### src/include/dcache2_ecc.svh
`ifndef DCACHE2_ECC_SVH
`define DCACHE2_ECC_SVH

// hamming over code positions 1..38, powers of two hold the check bits
// check bit 6 is overall parity
function automatic ecc_word_t ecc_encode(input word_t data);
  logic [6:0] chk;
  int d;
  chk = '0;
  d = 0;
  for (int p = 1; p < 39; p++) begin
    if ((p & (p - 1)) != 0) begin
      if (data[d]) chk[5:0] ^= p[5:0]; // data bit sits at position p
      d++;
    end
  end
  chk[6] = ^{data, chk[5:0]};
  return {chk, data};
endfunction

// zero for a clean word
function automatic logic [6:0] ecc_syndrome(input ecc_word_t w);
  ecc_word_t ref_w;
  ref_w = ecc_encode(w[31:0]);
  return ref_w[38:32] ^ w[38:32];
endfunction

`endif
### src/verilog/dcache2_pkg.sv
package dcache2_pkg;

  localparam int WAYS = 4;
  localparam int BANKS = 4; // words per line
  localparam int SETS = 16;

  typedef logic [31:0] word_t;
  typedef logic [3:0] strb_t;
  typedef logic [15:0] addr_t; // tag 15:8, set 7:4, bank 3:2, byte 1:0
  typedef logic [3:0] set_t;
  typedef logic [7:0] tag_t;
  typedef logic [1:0] bank_t;
  typedef logic [1:0] rank_t; // 0 is least recent
  typedef logic [38:0] ecc_word_t; // check bits on top
  typedef logic [WAYS-1:0] way_mask_t;

  typedef enum logic [2:0] {st_init, st_idle, st_lookup, st_merge, st_done} cache_state_t;

  // enabled bytes from new_w, the rest from old_w
  function automatic word_t byte_merge(input strb_t strb, input word_t old_w, input word_t new_w);
    word_t res;
    res = old_w;
    for (int i = 0; i < 4; i++) begin
      if (strb[i]) res[8*i +: 8] = new_w[8*i +: 8];
    end
    return res;
  endfunction

  `include "dcache2_ecc.svh"

endpackage

### src/verilog/dcache2_way.sv
`timescale 1ns/1ns

module dcache2_way import dcache2_pkg::*; #(
  parameter int WAY_ID = 0
) (
  input  logic  clk,
  input  logic  rst,
  input  logic  init,
  input  set_t  init_set,
  input  set_t  set,
  input  tag_t  tag,
  input  logic  lookup_en,
  input  bank_t bank,
  input  word_t wdata,
  input  strb_t wstrb,
  input  logic  write_en,
  input  logic  fill,
  input  logic  update_en,
  input  rank_t hit_rank,
  output logic  hit,
  output rank_t rank,
  output word_t rdata,
  output logic  ecc_err
);

  tag_t tag_mem [SETS];
  rank_t rank_mem [SETS];
  logic [SETS-1:0] valid;
  set_t set_q;
  rank_t new_rank;
  word_t bank_rdata [BANKS];
  logic [BANKS-1:0] bank_err;

  always_ff @(posedge clk) begin
    if (rst) begin
      set_q <= '0;
    end else if (lookup_en) begin
      set_q <= set;
    end
  end

  assign hit = valid[set_q] && (tag_mem[set_q] == tag);
  assign rank = rank_mem[set_q];

  // lru update, accessed way goes to the top
  always_comb begin
    if (hit || fill) begin
      new_rank = rank_t'(WAYS - 1);
    end else if (rank > hit_rank) begin
      new_rank = rank - 1'b1;
    end else begin
      new_rank = rank;
    end
  end

  always_ff @(posedge clk) begin
    if (rst) begin
      valid <= '0;
    end else if (init) begin
      valid[init_set] <= 1'b0;
    end else if (fill) begin
      valid[set_q] <= 1'b1;
    end
  end

  always_ff @(posedge clk) begin
    if (fill) tag_mem[set_q] <= tag;
    if (init) begin
      rank_mem[init_set] <= rank_t'(WAY_ID); // distinct start ranks per way
    end else if (update_en) begin
      rank_mem[set_q] <= new_rank;
    end
  end

  for (genvar b = 0; b < BANKS; b++) begin : g_bank
    word_t b_wdata;
    strb_t b_wstrb;
    logic b_we;

    always_comb begin
      if (!fill) begin
        b_wdata = wdata;
        b_wstrb = wstrb;
      end else if (bank == bank_t'(b)) begin
        b_wdata = byte_merge(wstrb, '0, wdata); // strobed bytes over zero
        b_wstrb = 4'hf;
      end else begin
        b_wdata = '0;
        b_wstrb = 4'hf;
      end
    end

    assign b_we = fill || (write_en && bank == bank_t'(b));

    dcache2_bank bank_inst (
      .clk     (clk),
      .rst     (rst),
      .set     (set),
      .rd_en   (lookup_en),
      .we      (b_we),
      .wdata   (b_wdata),
      .wstrb   (b_wstrb),
      .rdata   (bank_rdata[b]),
      .ecc_err (bank_err[b])
    );
  end

  assign rdata = bank_rdata[bank];
  assign ecc_err = bank_err[bank];

  a_fill_excl: assert property (@(posedge clk) disable iff (rst) !(fill && write_en));

endmodule

### src/verilog/dcache2_bank.sv
`timescale 1ns/1ns

// one ECC protected word per set, write-first
module dcache2_bank import dcache2_pkg::*; (
  input  logic  clk,
  input  logic  rst,
  input  set_t  set,
  input  logic  rd_en,
  input  logic  we,
  input  word_t wdata,
  input  strb_t wstrb,
  output word_t rdata,
  output logic  ecc_err
);

  ecc_word_t mem [SETS];
  set_t rd_set;
  ecc_word_t cur_word;
  word_t merged;

  always_ff @(posedge clk) begin
    if (rst) begin
      rd_set <= '0;
    end else if (rd_en) begin
      rd_set <= set;
    end
  end

  assign cur_word = mem[rd_set];
  assign rdata = cur_word[31:0];
  assign ecc_err = |ecc_syndrome(cur_word);

  // read-modify-write on the word already addressed
  assign merged = byte_merge(wstrb, cur_word[31:0], wdata);

  always_ff @(posedge clk) begin
    if (we) mem[rd_set] <= ecc_encode(merged);
  end

  // every word read back after an access must decode clean
  a_no_ecc_err: assert property (@(posedge clk) disable iff (rst)
    $past(rd_en) |-> !ecc_err);

endmodule

### config.mk
export PLATFORM = sky130hd
export DESIGN_NAME = dcache2_way
export DESIGN_NICKNAME = d
export VERILOG_FILES = /design/src/verilog/dcache2_pkg.sv /design/src/verilog/dcache2_way.sv /design/src/verilog/dcache2_bank.sv
export VERILOG_INCLUDE_DIRS = /design/src /design/src/include
export SDC_FILE = /design/constraint.sdc
export NUM_CORES = 2
export LEC_CHECK = 0
export BUFFER_PORTS_ARGS = -buffer_cell sky130_fd_sc_hd__buf_4
export CAP_MARGIN = 20
export CORE_MARGIN = 4
export CORE_UTILIZATION = 40
export DETAILED_ROUTE_END_ITERATION = 12
export GPL_TIMING_DRIVEN = 0
export PLACE_DENSITY = 0.64
export SETUP_SLACK_MARGIN = 0.15
export SLEW_MARGIN = 20
export SYNTH_ARGS = -nofsm -noshare
export SYNTH_HDL_FRONTEND = slang
export SYNTH_SLANG_ARGS = --single-unit
export TNS_END_PERCENT = 1
### constraint.sdc
create_clock -name clk -period 4.9 [get_ports clk]
set_input_delay 0.245 -clock clk [delete_from_list [all_inputs] [get_ports clk]]
set_output_delay 0.245 -clock clk [all_outputs]
set_load 0.02 [all_outputs]
== Word level (Yosys, flattened, before mapping) ==
Memories as Yosys holds them, arrays and structs flattened. A register that Yosys moved wholly into a read port is not among the register bits.
Index checks and enable logic that the tools add are counted.

* Shift operators: 0
* Multiplexer cells: 954
* Add/subtract/negate cells: 121
* Divide/modulo/power cells: 0
* Reduce and logical (&&, ||, !) cells: 27
* Order comparisons: 131
* Bitwise gates (word level): 256
* Multipliers: 0
* Equal/unequal tests: 4

{| class="wikitable"
|+ Operators with widths
! kind !! number
|-
| 32-bit 2-to-1 mux || 134
|-
| 32-bit by 7-bit less-than comparator with 1-bit output, second input constant || 124
|-
| 32-bit by 2-bit adder with 32-bit output, second input constant || 120
|-
| 6-bit 2-to-1 mux || 176
|-
| 1-bit binary-select mux with 5-bit select || 124
|-
| 5-bit 2-to-1 mux || 120
|-
| 3-bit NOT || 104
|-
| 38-bit XOR reduction || 8
|-
| 4-bit 2-to-1 mux || 70
|-
| 1-bit 2-to-1 mux || 268
|-
| 2-bit NOT || 92
|-
| 8-bit 2-to-1 mux || 20
|-
| 4-bit NOT || 40
|-
| 3-bit 2-to-1 mux || 24
|-
| 32-bit binary-select mux with 2-bit select || 1
|-
| 5-bit NOT || 8
|-
| 16-bit 2-to-1 mux || 2
|-
| 7-bit OR reduction || 4
|-
| 7-bit bitwise XOR || 4
|-
| 2-bit 2-to-1 mux || 11
|-
| 16-bit AND || 1
|-
| 16-bit NOT || 1
|-
| 16-bit OR || 1
|-
| 4-bit by 5-bit less-than comparator with 1-bit output, second input constant || 2
|-
| 18 further kinds || 34
|}

* Memory bits (read-only): 0
* Bits in latches: 0
* Bits in writable memories: 2656
* Memories kept: 6
* Register bits after elaboration: 20
* Output and inout bits: 36
* Input port bits: 63

{| class="wikitable"
|+ Memories
! memory !! words !! bits a word !! read ports !! clocked after Yosys merged registers in !! wr ports !! RTL line !! text
|-
| g_bank[0].bank_inst.mem || 16 || 39 || 1 || 1 || 1 || dcache2_bank.sv:16 || <nowiki>ecc_word_t mem [SETS];</nowiki>
|-
| g_bank[1].bank_inst.mem || 16 || 39 || 1 || 1 || 1 || dcache2_bank.sv:16 ||
|-
| g_bank[2].bank_inst.mem || 16 || 39 || 1 || 1 || 1 || dcache2_bank.sv:16 ||
|-
| g_bank[3].bank_inst.mem || 16 || 39 || 1 || 1 || 1 || dcache2_bank.sv:16 ||
|-
| tag_mem || 16 || 8 || 1 || 1 || 1 || dcache2_way.sv:26 || <nowiki>tag_t tag_mem [SETS];</nowiki>
|-
| rank_mem || 16 || 2 || 1 || 1 || 1 || dcache2_way.sv:27 || <nowiki>rank_t rank_mem [SETS];</nowiki>
|}

== Longest topological paths before layout ==
* Depth in word-level cells: 100
* Gate-level depth with buffers: 22
* Mapped depth without buffers: 11

== Modules after synthesis ==
From an unflattened synthesis, not the netlist that was laid out.

* Cell total of the unflattened synthesis: 5463
* Area, all modules: 113894.2 um^2

{| class="wikitable"
|+ Modules (own cells, without submodules)
! module !! instances !! area each (um^2) !! cells each !! seq. area each (um^2)
|-
| dcache2_bank (g_bank[1].bank_inst) || 1 || 26183.9 || 1216 || 18898.1
|-
| dcache2_bank (g_bank[0].bank_inst) || 1 || 26136.3 || 1200 || 18898.1
|-
| dcache2_bank (g_bank[2].bank_inst) || 1 || 26125.1 || 1209 || 18898.1
|-
| dcache2_bank (g_bank[3].bank_inst) || 1 || 26085.0 || 1175 || 18898.1
|-
| dcache2_way || 1 || 9364.0 || 663 || 5285.1
|}

== Worst setup path after synthesis ==
No wires, ideal clock.

* Kind: register -> register
* Start point: register with a tool-made name
* End point: memory rank_mem[0][1] in the netlist's numbering, data pin
* Stages on the path, launching flop included: 21
* Period minus slack after synthesis: 5.311 ns
* Path slack: -0.411 ns
* Required time: 4.609 ns
* Buffers on the path: 12
* Setup time: 0.291 ns
* Arrival time: 5.019 ns
* Cell sequence: dfxtp_1 -> buf_4 -> buf_4 -> buf_4 -> buf_4 -> buf_6 -> buf_6 -> buf_2 -> buf_2 -> buf_2 -> buf_4 -> clkbuf_1 -> buf_2 -> mux4_2 -> mux4_2 -> ha_1 -> nor2b_1 -> o21ai_0 -> nor2_1 -> xnor2_1 -> a21oi_1

{| class="wikitable"
|+ RTL lines
! element !! RTL line
|-
| end, declared || dcache2_way.sv:27
|}

==> flow_summary.toml <==
[run_status]
run_status = "finished, violations left"
failed_checks = "setup timing"

[routing]
drt_iter0_drc = 10008
num_vias = 61725
wirelength_mm = 416.9
detailedRoute.firstPassIterationCount = 6
route.detailed.drc = 0
detail_route.vias_per_cell = 6.284
average_routed_wire_per_standard_cell_um = 42.44
postRouteAntennaNets = 0

[clock_network]
max-clock-path-buffers = 4
cts-htree-levels = 5
tritoncts_clock_tree = "yes"
clk_pin_slew_worst_paths_ps = 60
tritoncts_num_sinks = 2680
clock-root-buffer = "sky130_fd_sc_hd__clkbuf_16"
clk-insertion-delay-late_ps = 900
cts-buffers-inserted = 280

[synthesis]
synth.largest_area_cell = "sky130_fd_sc_hd__edfxtp_1"
yosysMostFrequentCell = "sky130_fd_sc_hd__edfxtp_1"
yosysSeqAreaShare = 0.7269
synth.cells.most_frequent = "sky130_fd_sc_hd__edfxtp_1 (2,656), sky130_fd_sc_hd__mux4_2 (737), sky130_fd_sc_hd__xnor2_1 (377), sky130_fd_sc_hd__nor2_1 (132), sky130_fd_sc_hd__mux2i_1 (127)"
postSynth.topFlopCell = "sky130_fd_sc_hd__edfxtp_1"
synth_seq_cells = 2680
syn_area_um2 = 110400
asyncSetResetFlopFracSynth = 0
synth.lib_cells_used.distinct = 68
synth_top_area_frac = 0.7226
avgSynthCellArea_um2 = 21.79
synthesis.nets = 5131
synth.area.top_cells = "sky130_fd_sc_hd__edfxtp_1 (72%), sky130_fd_sc_hd__mux4_2 (15%), sky130_fd_sc_hd__xnor2_1 (3.0%), sky130_fd_sc_hd__mux2i_1 (1.2%), sky130_fd_sc_hd__mux4_1 (1.1%)"
synthCells = 5066
synth-edff-count = 2656
yosys_warnings = 0

[placed_design]
place_inst = 9046
dp_hpwl_mm = 291.9
post_dp_cell_area_um2 = 120800
io_buffer_count = 92
gp_congestion = 1.032

[critical_path]
cp_top_family = "buffers and inverters"
cp_data_required_time_ps = 4660
timing.critical_path.from_type = "flip-flop"
worstPathArrival_ps = 5940
worstPathCellList = "buf_4 -> buf_4 -> buf_8 -> buf_8 -> buf_6 -> clkbuf_8 -> buf_16 -> nand2_1 -> o21ai_1 -> xnor3_2 -> xnor2_2 -> xnor3_1 -> mux2i_2 -> a31oi_4 -> a32o_2 -> buf_6"
critical_path.max_stage_delay_ps = 570
cpMaxStageDelayCell = "sky130_fd_sc_hd__dfxtp_2"
worst_setup_ep_type = "primary output"
crit_type = "reg -> out"
critical_path_peak_fanout = 10
wp_buf_inv = 8

[sta]
rsz0062_at_grt = "yes"
skew_ps = 64.75
achievable-frequency_mhz = 161.7
timing_worst_slew_pin_value_ps = 1241
final_ws_setup_ps = -1286
minimum_period_implied_by_the_final_worst_setup_slack_ps = 6186
finalMaxSlewViolations = 0
slew-limit-headroom = 0.1729
timing.final.hold_violations = 0
totalNegativeSetupSlack_ps = -76530
finalCritPeriodShare = 1.262
setup_violations = 323

[cells_and_area]
syn_to_final_growth_pct = 24.28
drive_above_1_share = 0.3787
fillerInstances = 21392
multiInputGateArea_um2 = 31320
final-instance-count-excl-fill = 9823
fin_nets = 5976
postLayoutCellArea_um2 = 137200
seq_area_um2 = 80250
layout.core_utilization = 0.5005

[power_and_ir_drop]
power_density_nw_per_um2 = 488.0
ir_worst_vdd_mv = 1.004
cellLeakagePower_nw = 44.18

[min_path]
worst_hold_path_type = "in -> reg"
hold_path_startpoint = "wstrb[1]"

[floorplanning]
die_width_um = 533.3
die_height_um = 533.3
ios = 99
design.die.area_um2 = 284400
placeableCoreArea_um2 = 274100
num_rows = 192
start_util = 0.4027

[grt]
grtUsageTotal = 0.2894
grt_max_degree = 19
grt_first_pass_wirelength_mm = 549.8
first_global_vias = 59059
number_of_antenna_violations_at_the_first_check_in_global_routing = 38
grt.overflow.total = 0

[job]
cap_violations = 0
==> final timing paths <==
kind                                                    end  slack (ps)  cells after the start
hold / removal      g_bank[1].bank_inst.mem[8][8]$_DFFE_PP_          70                      3
setup / recovery                                    ecc_err       -1290                     16
hold reg to reg                       valid[7]$_SDFFE_PP0P_         470                      2
setup reg to reg  g_bank[0].bank_inst.mem[12][38]$_DFFE_PP_        -780                     21
==> layout make-up <==
class	instances	area share
antenna	22	0.0004013
buffer	263	0.02851
clock buffer	337	0.05310
clock inverter	149	0.01218
inverter	100	0.002891
multi-input combinational	2023	0.2283
sequential	2680	0.5850
tap	3686	0.03362
timing repair buffer	563	0.05600
==> per-layer routing <==
metal  wire (um)  global-route usage
met4       33630              0.1812
met2      184500              0.4305
met5          60           0.0004997
met1      147900              0.3794
met3       50760             0.07799
==> what timing repair did <==
item	in CTS	in global routing
pin swaps	63	41
endpoints found under the hold margin	200	0
gates cloned	5	0
buffers inserted	195	41
resized for setup	729	214
endpoints found under the setup margin	1865	494
hold buffers	27	0
==> flip-flops by register name (all words and copies together) (netlist names), named ones only <==
signal                   count
tag_mem                    128
rank_mem                    32
valid                       16
g_bank.bank_inst.mem      2496
g_bank.bank_inst.rd_set      4
==> through the flow <==
stage	setup slack, ps	power, mW	hold WS (ps)
3_3_place_gp	-5847	41.28	449.2
3_5_place_dp	-3868	42.60	464.4
6_report	-1286	66.94	71.00
5_1_grt	-1294	68.59	61.76
2_1_floorplan	55.67	37.14	343.9
4_1_cts	-1200	65.70	116.3
==> cells in the final DEF (no fill, tap or decap), types with 21 or more instances in the layout <==
cell type,synthesis,layout
sky130_fd_sc_hd__inv_1,96,83
sky130_fd_sc_hd__mux4_1,46,44
sky130_fd_sc_hd__clkinv_1,1,54
sky130_fd_sc_hd__buf_4,37,287
sky130_fd_sc_hd__mux2i_4,0,27
sky130_fd_sc_hd__clkbuf_16,0,285
sky130_fd_sc_hd__edfxtp_1,2656,2656
sky130_fd_sc_hd__xnor2_2,12,75
sky130_fd_sc_hd__xor2_1,82,60
sky130_fd_sc_hd__mux4_2,737,739
sky130_fd_sc_hd__nand2_1,81,68
sky130_fd_sc_hd__a21oi_1,43,22
sky130_fd_sc_hd__bufinv_16,0,28
sky130_fd_sc_hd__a22oi_1,36,34
sky130_fd_sc_hd__xnor2_1,377,279
sky130_fd_sc_hd__mux2i_1,127,80
sky130_fd_sc_hd__diode_2,0,22
sky130_fd_sc_hd__a32oi_4,1,21
sky130_fd_sc_hd__buf_8,20,32
sky130_fd_sc_hd__clkbuf_1,76,102
sky130_fd_sc_hd__xnor2_4,0,35
sky130_fd_sc_hd__buf_12,12,192
sky130_fd_sc_hd__buf_16,0,122
sky130_fd_sc_hd__nor2_4,0,65
sky130_fd_sc_hd__xnor3_1,36,22
sky130_fd_sc_hd__nor2_1,132,63
sky130_fd_sc_hd__buf_6,33,78
sky130_fd_sc_hd__a32oi_1,64,32
sky130_fd_sc_hd__clkinv_2,0,37
sky130_fd_sc_hd__dlygate4sd3_1,0,27
==> power breakdown <==
group / switching [mW] / internal [mW] / leakage [nW]
Combinational: 10.1 / 6.85 / 15.3
Clock: 9.02 / 12.2 / 4.37
Sequential: 0.151 / 28.6 / 24.5
==> worst min-delay path, delay by kind of cell <==
kind	cells	cell delay, ps
buffers and inverters	2	380
AOI/OAI and AO/OA	1	170
==> cell families after synthesis <==
group           share of synthesized area
compound gates                    0.02102
xor+xnor                          0.04597
fa+ha+maj                       0.0002267
buf+inv                           0.02042
flops                              0.7269
mux                                0.1737
simple gates                      0.01178
No activity file was read; power rests on OpenSTA's default activity.
